`src/include/bomb_consts.svh`:
```
// ##################################################
// game constants shared by the RTL and the testbench
// pull in with `include "bomb_consts.svh" (include/ on the path)
// ##################################################
`ifndef BOMB_CONSTS_SVH
`define BOMB_CONSTS_SVH

// game size
`define BOMB_PANELS      3          // wire panels on the bomb
`define BOMB_MAX_WIRES   6          // wire slots per panel
`define BOMB_MIN_WIRES   3          // fewest wires a panel shows
`define BOMB_MAX_STRIKES 3          // strikes that set off the bomb

`define BOMB_LFSR_SEED   16'hACE1   // layout lfsr start value, never zero

// one-hot button codes, sent with a one-cycle strobe
`define BTN_SELECT       6'b000001  // start game / cut wire
`define BTN_UP           6'b000010
`define BTN_RIGHT        6'b000100
`define BTN_DOWN         6'b001000
`define BTN_LEFT         6'b010000
`define BTN_BACK         6'b100000  // accepted, no function
`define BTN_NONE         6'b000000

`endif

```
`src/hdl/bomb_pkg.sv`:
```
// ##################################################
// types of the wire game: game state and wire colours
// referenced by scoped name, bomb_pkg::type
// ##################################################
`include "bomb_consts.svh"

package bomb_pkg;

    // overall game flow
    typedef enum logic [1:0] {
        MENU = 2'd0,                // waiting for select
        PLAY = 2'd1,                // panels live
        LOST = 2'd2,                // strike limit hit
        WON  = 2'd3                 // every panel solved
    } game_state_e;

    // colour codes, same order the rule engine counts them
    typedef enum logic [2:0] {
        RED    = 3'd0,
        WHITE  = 3'd1,
        YELLOW = 3'd2,
        BLUE   = 3'd3,
        BLACK  = 3'd4,
        NONE   = 3'd5               // empty slot
    } wire_color_e;

    // one panel worth of colours, slot 0 in the low bits
    typedef wire_color_e [`BOMB_MAX_WIRES-1:0] wire_colors_t;

endpackage

```
`src/hdl/wire_panel_if.sv`:
```
// ##################################################
// per-panel bundle: layout, cursor, cut strobe, result
// one instance per panel, built in bomb_wires_top
// ##################################################
`timescale 1ns/1ps
`include "bomb_consts.svh"

interface wire_panel_if;

    logic [2:0]                wire_num;     // wires present, 3..6
    bomb_pkg::wire_colors_t    wire_color;   // colour per slot
    logic [2:0]                wire_pos;     // cursor slot
    logic                      cut;          // cut strobe at wire_pos
    logic [`BOMB_MAX_WIRES-1:0] wire_status; // 1 = already cut
    logic                      clear;        // right wire cut
    logic                      error;        // wrong wire cut

    modport layout (output wire_num, wire_color);
    modport nav    (output wire_pos, cut, input wire_num);
    modport panel  (input wire_num, wire_color, wire_pos, cut,
                    output wire_status, clear, error);
    modport status (input clear, error);

endinterface

```
`src/hdl/wire_layout_gen.sv`:
```
// ##################################################
// random wire layouts from a free-running 16-bit lfsr
// every panel reloads on the activate strobe
// ##################################################
`timescale 1ns/1ps
`include "bomb_consts.svh"

module wire_layout_gen (
    input  logic         clk,
    input  logic         nrst,
    input  logic         activate,                  // game start strobe
    wire_panel_if.layout panels [`BOMB_PANELS]
);

    logic [15:0] lfsr;                      // galois state
    logic [31:0] rnd [`BOMB_PANELS];        // random word per panel

    // advance a galois lfsr n steps, x^16+x^14+x^13+x^11+1
    function automatic logic [15:0] lfsr_adv(input logic [15:0] s, input int n);
        logic [15:0] r;
        r = s;
        for (int k = 0; k < n; k++) begin
            r = r[0] ? ((r >> 1) ^ 16'hB400) : (r >> 1);
        end
        return r;
    endfunction

    always_ff @(posedge clk) begin
        if (!nrst) begin
            lfsr <= `BOMB_LFSR_SEED;
        end else begin
            lfsr <= lfsr_adv(lfsr, 1);      // steps every cycle, game or not
        end
    end

    // panel 0 sees the live value, later panels a further-stepped one
    always_comb begin
        logic [15:0] s;
        s = lfsr;
        for (int p = 0; p < `BOMB_PANELS; p++) begin
            rnd[p][15:0]  = s;
            s             = lfsr_adv(s, 16);
            rnd[p][31:16] = s;
            s             = lfsr_adv(s, 16);
        end
    end

    for (genvar p = 0; p < `BOMB_PANELS; p++) begin : g_panel
        logic [2:0]             num_nxt;
        bomb_pkg::wire_colors_t col_nxt;

        always_comb begin
            num_nxt = 3'(`BOMB_MIN_WIRES) + {1'b0, rnd[p][1:0]};   // 3..6
            for (int i = 0; i < `BOMB_MAX_WIRES; i++) begin
                logic [2:0] v;
                v = rnd[p][2 + 3*i +: 3];
                if (i >= int'(num_nxt)) begin
                    col_nxt[i] = bomb_pkg::NONE;                    // no wire here
                end else if (v > 3'd4) begin
                    col_nxt[i] = bomb_pkg::wire_color_e'(v - 3'd5); // 5..7 fold onto red..yellow
                end else begin
                    col_nxt[i] = bomb_pkg::wire_color_e'(v);
                end
            end
        end

        always_ff @(posedge clk) begin
            if (!nrst) begin
                panels[p].wire_num   <= 3'(`BOMB_MIN_WIRES);
                panels[p].wire_color <= {`BOMB_MAX_WIRES{bomb_pkg::NONE}};
            end else if (activate) begin
                panels[p].wire_num   <= num_nxt;
                panels[p].wire_color <= col_nxt;
            end
        end

        // navigator and detector both rely on this range
        a_num_range: assert property (@(posedge clk) disable iff (!nrst)
            panels[p].wire_num >= 3'(`BOMB_MIN_WIRES)
            && panels[p].wire_num <= 3'(`BOMB_MAX_WIRES));
    end

endmodule

```
`src/hdl/panel_navigator.sv`:
```
// ##################################################
// cursor control: panel select, wire cursor, cut strobe
// acts on button strobes only while the game is in PLAY
// ##################################################
`timescale 1ns/1ps
`include "bomb_consts.svh"

module panel_navigator (
    input  logic                  clk,
    input  logic                  nrst,
    input  logic                  strobe,       // one cycle per press
    input  logic [5:0]            button,       // one-hot code
    input  bomb_pkg::game_state_e game_state,
    output logic [1:0]            panel_sel,    // selected panel
    wire_panel_if.nav             panels [`BOMB_PANELS]
);

    logic       playing;                        // cursor live
    logic [1:0] sel_nxt;                        // panel after left/right
    logic       side;                           // left or right pressed

    assign playing = (game_state == bomb_pkg::PLAY);
    assign side    = (button == `BTN_RIGHT) || (button == `BTN_LEFT);

    always_comb begin
        sel_nxt = panel_sel;
        if (button == `BTN_RIGHT) begin
            sel_nxt = (panel_sel == 2'(`BOMB_PANELS - 1)) ? 2'd0 : panel_sel + 2'd1;
        end else if (button == `BTN_LEFT) begin
            sel_nxt = (panel_sel == 2'd0) ? 2'(`BOMB_PANELS - 1) : panel_sel - 2'd1;
        end
    end

    always_ff @(posedge clk) begin
        if (!nrst || !playing) begin
            panel_sel <= 2'd0;                  // back to panel 0 outside play
        end else if (strobe) begin
            panel_sel <= sel_nxt;
        end
    end

    for (genvar p = 0; p < `BOMB_PANELS; p++) begin : g_panel
        // cut goes to the selected panel only, same cycle as the press
        assign panels[p].cut = playing && strobe && (button == `BTN_SELECT)
                               && (panel_sel == 2'(p));

        always_ff @(posedge clk) begin
            if (!nrst || !playing) begin
                panels[p].wire_pos <= 3'd0;
            end else if (strobe) begin
                if (side && sel_nxt == 2'(p)) begin
                    panels[p].wire_pos <= 3'd0;         // entering panel starts at wire 0
                end else if (panel_sel == 2'(p)) begin
                    case (button)
                        `BTN_DOWN: if (panels[p].wire_pos < panels[p].wire_num - 3'd1)
                            panels[p].wire_pos <= panels[p].wire_pos + 3'd1;
                        `BTN_UP: if (panels[p].wire_pos != 3'd0)
                            panels[p].wire_pos <= panels[p].wire_pos - 3'd1;
                        `BTN_BACK: ;                    // no function
                        default: ;
                    endcase
                end
            end
        end

        // cursor must stay on a real wire, layout comes from wire_layout_gen
        a_pos_range: assert property (@(posedge clk) disable iff (!nrst)
            panels[p].wire_pos < panels[p].wire_num);
    end

endmodule

```
`src/hdl/wire_cut_detector.sv`:
```
// ##################################################
// rule engine for one panel: picks the right wire by the
// colour rules, tracks cut wires, flags clear or error
// ##################################################
`timescale 1ns/1ps
`include "bomb_consts.svh"

module wire_cut_detector (
    input  logic        clk,
    input  logic        nrst,
    input  logic        activate,           // new game, wipe cut status
    wire_panel_if.panel panel
);

    logic [2:0]            n_red, n_white, n_yellow, n_blue, n_black;  // colour counts
    logic [2:0]            last_idx;                    // slot of last wire
    bomb_pkg::wire_color_e last_col;
    logic [2:0]            right_wire;                  // wire to cut
    logic                  fresh;                       // cut on an uncut wire

    assign last_idx = panel.wire_num - 3'd1;
    assign last_col = panel.wire_color[last_idx];

    always_comb begin
        n_red    = 3'd0;
        n_white  = 3'd0;
        n_yellow = 3'd0;
        n_blue   = 3'd0;
        n_black  = 3'd0;
        for (int i = 0; i < `BOMB_MAX_WIRES; i++) begin
            case (panel.wire_color[i])                  // empty slots are NONE, skipped
                bomb_pkg::RED:    n_red    = n_red + 3'd1;
                bomb_pkg::WHITE:  n_white  = n_white + 3'd1;
                bomb_pkg::YELLOW: n_yellow = n_yellow + 3'd1;
                bomb_pkg::BLUE:   n_blue   = n_blue + 3'd1;
                bomb_pkg::BLACK:  n_black  = n_black + 3'd1;
                default: ;
            endcase
        end
    end

    // classic wire table, one branch per wire count
    always_comb begin
        right_wire = 3'd0;
        case (panel.wire_num)
            3'd3: begin
                if (n_red == 3'd0) begin
                    right_wire = 3'd1;                  // no red, second wire
                end else if (last_col == bomb_pkg::WHITE) begin
                    right_wire = last_idx;              // last is white, last wire
                end else if (n_blue > 3'd1) begin
                    for (int i = 0; i < 3; i++) begin   // last blue wire
                        if (panel.wire_color[i] == bomb_pkg::BLUE) right_wire = 3'(i);
                    end
                end else begin
                    right_wire = last_idx;
                end
            end
            3'd4: begin
                if (n_red > 3'd1) begin
                    for (int i = 0; i < 4; i++) begin   // last red wire
                        if (panel.wire_color[i] == bomb_pkg::RED) right_wire = 3'(i);
                    end
                end else if (n_red == 3'd0 && last_col == bomb_pkg::YELLOW) begin
                    right_wire = 3'd0;                  // no red, yellow last, first wire
                end else if (n_blue == 3'd1) begin
                    right_wire = 3'd0;                  // single blue, first wire
                end else if (n_yellow > 3'd1) begin
                    right_wire = last_idx;
                end else begin
                    right_wire = 3'd1;
                end
            end
            3'd5: begin
                if (last_col == bomb_pkg::BLACK) begin
                    right_wire = 3'd3;                  // black last, fourth wire
                end else if (n_red == 3'd1 && n_yellow > 3'd1) begin
                    right_wire = 3'd0;
                end else if (n_black == 3'd0) begin
                    right_wire = 3'd1;
                end else begin
                    right_wire = 3'd0;
                end
            end
            3'd6: begin
                if (n_yellow == 3'd0) begin
                    right_wire = 3'd2;                  // no yellow, third wire
                end else if (n_yellow == 3'd1 && n_white > 3'd1) begin
                    right_wire = 3'd3;
                end else if (n_red == 3'd0) begin
                    right_wire = last_idx;
                end else begin
                    right_wire = 3'd3;
                end
            end
            default: right_wire = 3'd0;
        endcase
    end

    // recut of a cut wire is ignored
    assign fresh       = panel.cut && !panel.wire_status[panel.wire_pos];
    assign panel.clear = fresh && (panel.wire_pos == right_wire);
    assign panel.error = fresh && (panel.wire_pos != right_wire);

    always_ff @(posedge clk) begin
        if (!nrst || activate) begin
            panel.wire_status <= '0;
        end else if (fresh) begin
            panel.wire_status[panel.wire_pos] <= 1'b1;
        end
    end

    // a fresh cut reads back as cut on the next cycle
    a_cut_stored: assert property (@(posedge clk) disable iff (!nrst)
        fresh |=> panel.wire_status[$past(panel.wire_pos)]);

endmodule

```
`src/hdl/bomb_status.sv`:
```
// ##################################################
// game fsm: menu, play, lost, won; strike counter and
// per-panel solved flags fed by the panel detectors
// ##################################################
`timescale 1ns/1ps
`include "bomb_consts.svh"

module bomb_status (
    input  logic                    clk,
    input  logic                    nrst,
    input  logic                    strobe,
    input  logic [5:0]              button,
    wire_panel_if.status            panels [`BOMB_PANELS],
    output logic                    activate,       // one-cycle game start
    output bomb_pkg::game_state_e   game_state,
    output logic [1:0]              strikes,
    output logic [`BOMB_PANELS-1:0] panel_solved
);

    logic [`BOMB_PANELS-1:0] clr_v;         // clear per panel
    logic [`BOMB_PANELS-1:0] err_v;         // error per panel
    logic [`BOMB_PANELS-1:0] solved_nxt;
    logic [1:0]              strikes_nxt;

    for (genvar p = 0; p < `BOMB_PANELS; p++) begin : g_panel
        assign clr_v[p] = panels[p].clear;
        assign err_v[p] = panels[p].error;
    end

    // select from menu, lost or won starts a fresh game
    assign activate    = strobe && (button == `BTN_SELECT)
                         && (game_state != bomb_pkg::PLAY);
    assign strikes_nxt = strikes + 2'(|err_v);  // solved panels still strike
    assign solved_nxt  = panel_solved | clr_v;

    always_ff @(posedge clk) begin
        if (!nrst) begin
            game_state   <= bomb_pkg::MENU;
            strikes      <= 2'd0;
            panel_solved <= '0;
        end else if (activate) begin
            game_state   <= bomb_pkg::PLAY;
            strikes      <= 2'd0;
            panel_solved <= '0;
        end else if (game_state == bomb_pkg::PLAY) begin
            strikes      <= strikes_nxt;
            panel_solved <= solved_nxt;
            if (strikes_nxt == 2'(`BOMB_MAX_STRIKES)) begin
                game_state <= bomb_pkg::LOST;           // loss wins over a last solve
            end else if (&solved_nxt) begin
                game_state <= bomb_pkg::WON;
            end
        end
    end

    // a lost game means the strike count sits exactly at the limit
    a_strike_limit: assert property (@(posedge clk) disable iff (!nrst)
        (game_state == bomb_pkg::LOST) |-> (strikes == 2'(`BOMB_MAX_STRIKES)));

endmodule

```
`src/hdl/bomb_wires_top.sv`:
```
// ##################################################
// top of the wire game: layout, cursor, detectors, fsm
// panel bundles leave as flat per-panel packed arrays
// ##################################################
`timescale 1ns/1ps
`include "bomb_consts.svh"

module bomb_wires_top (
    input  logic                                     clk,
    input  logic                                     nrst,
    input  logic                                     strobe,
    input  logic [5:0]                               button,
    output bomb_pkg::game_state_e                    game_state,
    output logic [1:0]                               strikes,
    output logic [1:0]                               panel_sel,
    output logic [`BOMB_PANELS-1:0]                  panel_solved,
    output logic [`BOMB_PANELS-1:0][2:0]             wire_pos,
    output logic [`BOMB_PANELS-1:0][2:0]             wire_num,
    output bomb_pkg::wire_colors_t [`BOMB_PANELS-1:0] wire_color,
    output logic [`BOMB_PANELS-1:0][`BOMB_MAX_WIRES-1:0] wire_status
);

    logic activate;                         // start strobe from the fsm

    wire_panel_if pif [`BOMB_PANELS] ();    // one bundle per panel

    wire_layout_gen u_layout (
        .clk      (clk),
        .nrst     (nrst),
        .activate (activate),
        .panels   (pif)
    );

    panel_navigator u_nav (
        .clk        (clk),
        .nrst       (nrst),
        .strobe     (strobe),
        .button     (button),
        .game_state (game_state),
        .panel_sel  (panel_sel),
        .panels     (pif)
    );

    bomb_status u_status (
        .clk          (clk),
        .nrst         (nrst),
        .strobe       (strobe),
        .button       (button),
        .panels       (pif),
        .activate     (activate),
        .game_state   (game_state),
        .strikes      (strikes),
        .panel_solved (panel_solved)
    );

    for (genvar p = 0; p < `BOMB_PANELS; p++) begin : g_panel
        wire_cut_detector u_det (
            .clk      (clk),
            .nrst     (nrst),
            .activate (activate),
            .panel    (pif[p])
        );

        assign wire_pos[p]    = pif[p].wire_pos;     // flatten for the outside
        assign wire_num[p]    = pif[p].wire_num;
        assign wire_color[p]  = pif[p].wire_color;
        assign wire_status[p] = pif[p].wire_status;
    end

endmodule

```
`config.mk`:
```
export PLATFORM = sky130hd
export DESIGN_NAME = bomb_wires_top
export DESIGN_NICKNAME = d
export VERILOG_FILES = /design/src/hdl/bomb_pkg.sv /design/src/hdl/wire_panel_if.sv /design/src/hdl/wire_layout_gen.sv /design/src/hdl/panel_navigator.sv /design/src/hdl/wire_cut_detector.sv /design/src/hdl/bomb_status.sv /design/src/hdl/bomb_wires_top.sv
export VERILOG_INCLUDE_DIRS = /design/src /design/src/include
export SDC_FILE = /design/constraint.sdc
export NUM_CORES = 1
export LEC_CHECK = 0
export BUFFER_PORTS_ARGS = -buffer_cell sky130_fd_sc_hd__buf_2
export CAP_MARGIN = 5
export CORE_ASPECT_RATIO = 1.75
export CORE_MARGIN = 5
export CORE_UTILIZATION = 30
export DETAILED_ROUTE_END_ITERATION = 8
export SLEW_MARGIN = 20
export SYNTH_ARGS = -nofsm -noshare
export SYNTH_HDL_FRONTEND = slang
export SYNTH_SLANG_ARGS = --single-unit
```
`constraint.sdc`:
```
create_clock -name clk -period 8.5 [get_ports clk]
set_clock_uncertainty 0.2 [all_clocks]
set_input_delay 0.425 -clock clk [delete_from_list [all_inputs] [get_ports clk]]
set_output_delay 0.425 -clock clk [all_outputs]
set_load 0.01 [all_outputs]
```
## After elaboration in Yosys (flattened, before gate mapping)

Index checks and enable logic that the tools add are counted.

- Add/subtract/negate cells: 108
- Magnitude comparators: 60
- Equal/unequal tests: 126
- Multiplexer cells: 297
- Bitwise operators: 78
- Reduce and logical (&&, ||, !) cells: 88

Operator list:

| cell | number |
|---|---|
| 16-bit 2-to-1 mux | 68 |
| 3-bit 2-to-1 mux | 162 |
| 3-bit inverter with 4-bit output | 68 |
| 3-bit by 1-bit adder with 3-bit output (second input constant) | 63 |
| 3-bit by 2-bit equality test with 1-bit output (second input constant) | 42 |
| 3-bit by 1-bit equality test with 1-bit output (second input constant) | 30 |
| 3-bit equality test (second input constant) | 30 |
| 3-bit zero test | 27 |
| 3-bit > comparator (second input constant) | 18 |
| 3-bit subtractor (second input constant) | 18 |
| 3-bit by 1-bit > comparator with 1-bit output (second input constant) | 12 |
| 3-bit case mux with 4 select lines | 3 |
| 1-bit 2-to-1 mux | 32 |
| 1-bit logical AND | 31 |
| 1-bit by 1-bit adder with 2-bit output (second input constant) | 15 |
| 2-bit 2-to-1 mux | 15 |
| 14-bit 2-to-1 mux | 2 |
| 3-bit binary-select mux with 3-bit select | 3 |
| 3-bit by 4-bit < comparator with 1-bit output (second input constant) | 6 |
| 11-bit 2-to-1 mux | 2 |
| 3-bit nonzero test | 7 |
| 1-bit by 3-bit >= comparator with 1-bit output (first input constant) | 6 |
| 2-bit by 3-bit >= comparator with 1-bit output (first input constant) | 6 |
| 3-bit >= comparator (first input constant) | 6 |
| other kinds (36) | 85 |

- Register bits after elaboration: 115
- Input bits: 9
- Output and inout port bits: 99
- Logic and storage cells: 790

## Longest topological paths before layout

- Depth after elaboration: 148
- Mapped depth: 29
- Depth with buffers taken out: 29

## Hierarchy

Synthesis repeated with hierarchy kept, for this count alone.

- Cell total of the unflattened synthesis: 1813
- Area total of the unflattened synthesis: 15686.3 µm²

By module, submodules not included:

| module | instances | cells each | area each (µm²) | seq. area each (µm²) |
|---|---|---|---|---|
| wire_layout_gen | 1 | 612 | 6120.9 | 1581.5 |
| wire_cut_detector (g_panel[2].u_det) | 1 | 380 | 2821.5 | 120.1 |
| wire_cut_detector (g_panel[0].u_det) | 1 | 331 | 2606.2 | 120.1 |
| wire_cut_detector (g_panel[1].u_det) | 1 | 308 | 2551.2 | 120.1 |
| panel_navigator | 1 | 148 | 1243.7 | 220.2 |
| bomb_status | 1 | 34 | 342.8 | 140.1 |

## Worst setup path before layout

Ideal clock, no wire load.

- Path kind: register -> register
- From: reg u_layout.panels[0].wire_color[2]
- To: reg u_status.game_state[1]
- Library setup time: 0.116 ns
- Arrival time: 5.809 ns
- Data required time: 8.184 ns
- Path slack: 2.375 ns
- Stages on the path, launching flop included: 28
- Buffers on the path: 0
- Clock period less this slack: 6.125 ns
- Path through: dfxtp_1 > nor2_1 > and2_1 > ha_1 > xnor2_2 > ha_1 > nand2_1 > nand2_1 > ha_1 > nor2_1 > a31oi_1 > ha_1 > or4b_1 > or4_1 > a21oi_1 > nor2_1 > and2_1 > o2111ai_1 > a21boi_1 > o31a_1 > or4b_1 > o21a_1 > a221o_1 > ha_1 > xor2_1 > a31oi_1 > nor2_1 > a31o_1

- Cells in the longest elaborated chain, start to end: 25

RTL lines:

| what | line | text |
|---|---|---|
| start: declaration | wire_panel_if.sv:18 | `modport layout (output wire_num, wire_color);` |
| start signal: assignment | wire_layout_gen.sv:70 | `` panels[p].wire_color <= {`BOMB_MAX_WIRES{bomb_pkg::NONE}}; `` |
| start signal: assignment | wire_layout_gen.sv:73 | `panels[p].wire_color <= col_nxt;` |
| 3-bit by 2-bit equality test with 1-bit output | wire_cut_detector.sv:31 | `case (panel.wire_color[i])` |
| 1-bit 2-to-1 mux | wire_cut_detector.sv:31 |  |
| 1-bit by 1-bit adder with 2-bit output | wire_cut_detector.sv:34 | `bomb_pkg::YELLOW: n_yellow = n_yellow + 3'd1;` |
| 3-bit 2-to-1 mux | wire_cut_detector.sv:31 |  |
| 3-bit by 1-bit adder with 3-bit output | wire_cut_detector.sv:34 |  |
| 3-bit 2-to-1 mux | wire_cut_detector.sv:31 |  |
| 3-bit by 1-bit adder with 3-bit output | wire_cut_detector.sv:34 |  |
| 3-bit 2-to-1 mux | wire_cut_detector.sv:31 |  |
| [9 not listed] | n/a |  |
| 3-bit case mux with 4 select lines * | wire_cut_detector.sv:45 | `case (panel.wire_num)` |
| 3-bit != test | wire_cut_detector.sv:103 | `assign panel.error = fresh && (panel.wire_pos != right_wire);` |
| 1-bit logical AND | wire_cut_detector.sv:103 |  |
| 3-bit OR reduction | bomb_status.sv:33 | `assign strikes_nxt = strikes + 2'(\|err_v);` |
| 2-bit by 1-bit adder with 2-bit output | bomb_status.sv:33 |  |
| 2-bit equality test | bomb_status.sv:48 | `` if (strikes_nxt == 2'(`BOMB_MAX_STRIKES)) begin `` |
| 2-bit nonzero test (no line) | n/a |  |
| 2-bit AND reduction (no line) | n/a |  |
| end signal: assignment | bomb_status.sv:38 | `game_state <= bomb_pkg::MENU;` |
| end signal: assignment | bomb_status.sv:49 | `game_state <= bomb_pkg::LOST;` |
| end signal: assignment | bomb_status.sv:51 | `game_state <= bomb_pkg::WON;` |
| end: declaration | bomb_status.sv:15 | `output bomb_pkg::game_state_e game_state,` |

Mark *: on every way between the ends. The rest lies on a longest branch, timed or not. The select of a mux whose other input is x is not followed.
A chain may end at the register's enable or synchronous reset.

## Worst setup path after layout

- From: reg u_layout.panels[0].wire_color[7]
- To: reg u_status.game_state[1]

- Cells in the longest elaborated chain, start to end: 21

RTL lines:

| what | line |
|---|---|
| 3-bit by 2-bit equality test with 1-bit output | wire_cut_detector.sv:31 |
| 3-bit 2-to-1 mux | wire_cut_detector.sv:31 |
| 3-bit by 1-bit adder with 3-bit output | wire_cut_detector.sv:34 |
| 3-bit 2-to-1 mux | wire_cut_detector.sv:31 |
| 3-bit by 1-bit adder with 3-bit output | wire_cut_detector.sv:34 |
| 3-bit 2-to-1 mux | wire_cut_detector.sv:31 |
| 3-bit by 1-bit adder with 3-bit output | wire_cut_detector.sv:34 |
| 3-bit 2-to-1 mux | wire_cut_detector.sv:31 |
| [5 not listed] | n/a |
| 3-bit case mux with 4 select lines * | wire_cut_detector.sv:45 |
| 3-bit != test | wire_cut_detector.sv:103 |
| 1-bit logical AND | wire_cut_detector.sv:103 |
| 3-bit OR reduction | bomb_status.sv:33 |
| 2-bit by 1-bit adder with 2-bit output | bomb_status.sv:33 |
| 2-bit equality test | bomb_status.sv:48 |
| 2-bit nonzero test (no line) | n/a |
| 2-bit AND reduction (no line) | n/a |

Marks and branches as above.

==> impl_results.md <==
* Status: completed
* Iter 0 DRT Violations at 659
* Final hold vios at 0
* IO Port Bufs at 107
* Routed vias/inst at 5.30
* Most frequent cells in the layout: 165 x xnor2_1, 163 x ha_1, 127 x inv_1
* Root Driver: clkbuf_16
* Cts hold-fix bufs at 0
* Peak VDD IR at 303 uV
* Syn-to-layout area delta at 11.5%
* Row count at 105
* TritonRoute pass-1 iters at 5
* Setup_tns at 0 ps
* Crit Path Max Fanout at 16
* IO Pins at 108
* Least-Margin Pin Slew at 855 ps
* Clock tree buffer depth at 2
* WP data arrival at 6910 ps
* DR WL/cell at 18.0 microns
* Hold Slack at 153 ps
* Fin util at 33.7%
* Footprint of the multi-input gates at 0.0111 sq mm
* Avg Inst Size Synth at 8.33 sq um
* GR Layer Usage met1 at 15.8%
* Ys async rst share at 0%
* Clock-pin slew on the worst setup and hold paths at 60 ps
* Design Power at 4680 uW
* CP Class: flip-flop to flip-flop
* CTS Sinks at 115
* Startpoint types: flip-flop
* CTS HTree Levels at 4
* GRT Util Overall at 15.9%
* Layout cell share with drive strength beyond 1 at 13.4%
* Hold path start: strobe
* Crit end category: flip-flop
* Rel. slew slack at 43.0%
* R2R Path Start: u_layout.panels[0].wire_color[7]
* Dpl cells at 2,328
* DRC violations left at 0
* Max stage delay on crit path at 670 ps
* Initial antenna violation count at 0
* ANT nets after route at 0
* Die H at 298 microns
* Synth Register Bits at 115
* CTS tree: built
* Final nets at 1,934
* R2R setup slack at 1710 ps
* Routability cong. at 0.904
* Total wire length at 42,400 microns
* Post-synth EDFFs at 0
* Chip width at 174 microns
* Hold Path Depth at 2
* WHS Endpoint: u_nav.panel_sel[0]
* Syn Nets at 1,879
* Post-cts sizing count at 0
* Most frequent CP cell: ha_1
* Max cap viols at 0
* Crit-path slowest cell: dfxtp_1
* Static Leak at 0.00696 uW
* Fmax at 147 MHz
* DIE AREA at 0.0519 sq mm
* Pwr dens at 296 mW/mm^2
* Fill count at 4,848
* Met3 Use GR at 2.64%
* Register area at 0.00230 sq mm
* Synthesized area at 0.0142 sq mm
* Post-route minimum period at 6790 ps
* # diodes at 0
* Post-synth top area cell: dfxtp_1
* Worst Path Required at 8620 ps
* Ys Warns at 0
* Top_reg_cell synth: dfxtp_1
* CTS Buf Count at 17
* Starting Density at 30.2%
* Sequential share of the synthesized area at 16.2%
* DP Wirelength at 33,500 microns
* Netlist cell types at 99
* RSZ-0062 raised after global routing: false
* Worst r2r dst: u_status.game_state[1]
* Clock latency on the worst-skew pair at 430 ps
* Number of global-route vias before repair at 12,800
* Reg2Reg Depth at 25
* Core footprint at 0.0469 sq mm
* Largest net degree at the start of global routing at 50
* Area contributors post-synth: dfxtp_1 16%, ha_1 14%, xnor2_1 10%
* Hold Path Class: primary input to flip-flop
* Synth top area share at 16.2%
* Final slew viol count at 0
* Busiest grt layer: met2
* Fin cells at 2,360
* Post-Syn Instances at 1,704
* First-pass GRT wire length at 67,300 microns
* Final setup violation count at 0
* GRT met2 Usage at 31.2%
* Detailed-route via count at 12,500
* Most common cell after layout, fill and taps aside: xnor2_1
* Final period utilization at 79.9%
* Gr ovfl total at 0
* Setup Buffers After CTS at 0
worst max-delay path by stage:
stage	startpoint	to	slack, ps	cells after the start
after floorplan	u_layout.panels[0].wire_color[2]	u_status.game_state[1]	2380	27
after global placement	u_layout.panels[1].wire_color[2]	u_status.game_state[1]	1590	25
after detailed placement	u_layout.panels[1].wire_color[2]	u_status.game_state[1]	1670	25
after CTS	u_layout.panels[1].wire_color[2]	u_status.game_state[1]	1630	25
after global routing	u_layout.panels[1].wire_color[2]	u_status.game_state[1]	1310	25
final	u_layout.panels[0].wire_color[7]	u_status.game_state[1]	1710	25
kinds of logic (layout without fill, tap and decap cells):
logic type / count (synthesis) / after routing / synth area share [%]
buffers and inverters: 211 / 279 / 5.82
muxes: 43 / 43 / 3.93
DFF: 115 / 115 / 16.2
adders and majority gates: 166 / 166 / 14.8
and+or+nand+nor: 570 / 570 / 22.4
AOI/OAI and AO/OA: 331 / 331 / 16.2
xor gates and xnor gates: 268 / 268 / 20.6
layout make-up:
type,count,area share (%)
inverter,128,3.04
timing repair buffer,119,3.96
multi-input combinational,1378,70.0
tap,588,4.65
clock buffer,18,2.78
clock inverter,14,0.989
sequential,115,14.6
per-layer routing:
metal / wire, microns / up-vias
met3: 1520 / 91
met1: 15800 / 6060
met4: 1920 / 0
met2: 23200 / 233
li1: - / 6119
met5: 0 / -
registers in the layout, indices dropped and copies added (netlist names):
signal / flops
u_layout.panels.wire_color: 54
g_panel.u_det.panel.wire_status: 18
u_layout.lfsr: 16
u_layout.panels.wire_num: 9
u_nav.panels.wire_pos: 9
u_status.panel_solved: 3
u_nav.panel_sel: 2
u_status.game_state: 2
u_status.strikes: 2
cell usage after synthesis (all sizes together), types with 15 or more instances:
library cell and n:
o211ai 16, xnor2 193, nand3b 22, buf 23, xor2 59, nor2 127, nor3 39, and2 25
a21oi 76, o21a 18, o21ai 57, or3 21, nor2b 15, nand3 24, mux2i 22, ha 163
a31oi 15, o31ai 16, nand2b 25, nor4bb 18, inv 127, nor3b 38, dfxtp 115, clkbuf 60
nand2 126
metrics by stage:
| step | setup slack [ps] | instance area [sq um] |
|---|---|---|
| after detailed placement | 1670 | 15200 |
| after global routing | 1310 | 15800 |
| after global placement | 1590 | 15200 |
| after floorplan | 2380 | 14200 |
| after CTS | 1630 | 15800 |
| final | 1710 | 15800 |
power breakdown:
part / total, uW / leakage (uW) / switching, uW / internal, uW
combinational: 3370 / 0.00574 / 1790 / 1580
clock: 719 / 0.000290 / 278 / 441
sequential: 590 / 0.000933 / 39.1 / 551
total: 4680 / 0.00696 / 2110 / 2580
critical path, delay by kind of cell, from the launching register on:
kind            cells  cell delay (ps)
compound gates      8             1790
xor+xnor            2              360
fa+ha+maj           4             1040
flops               1              670
simple gates       11             2630
Power figures use the tool's default switching activity.
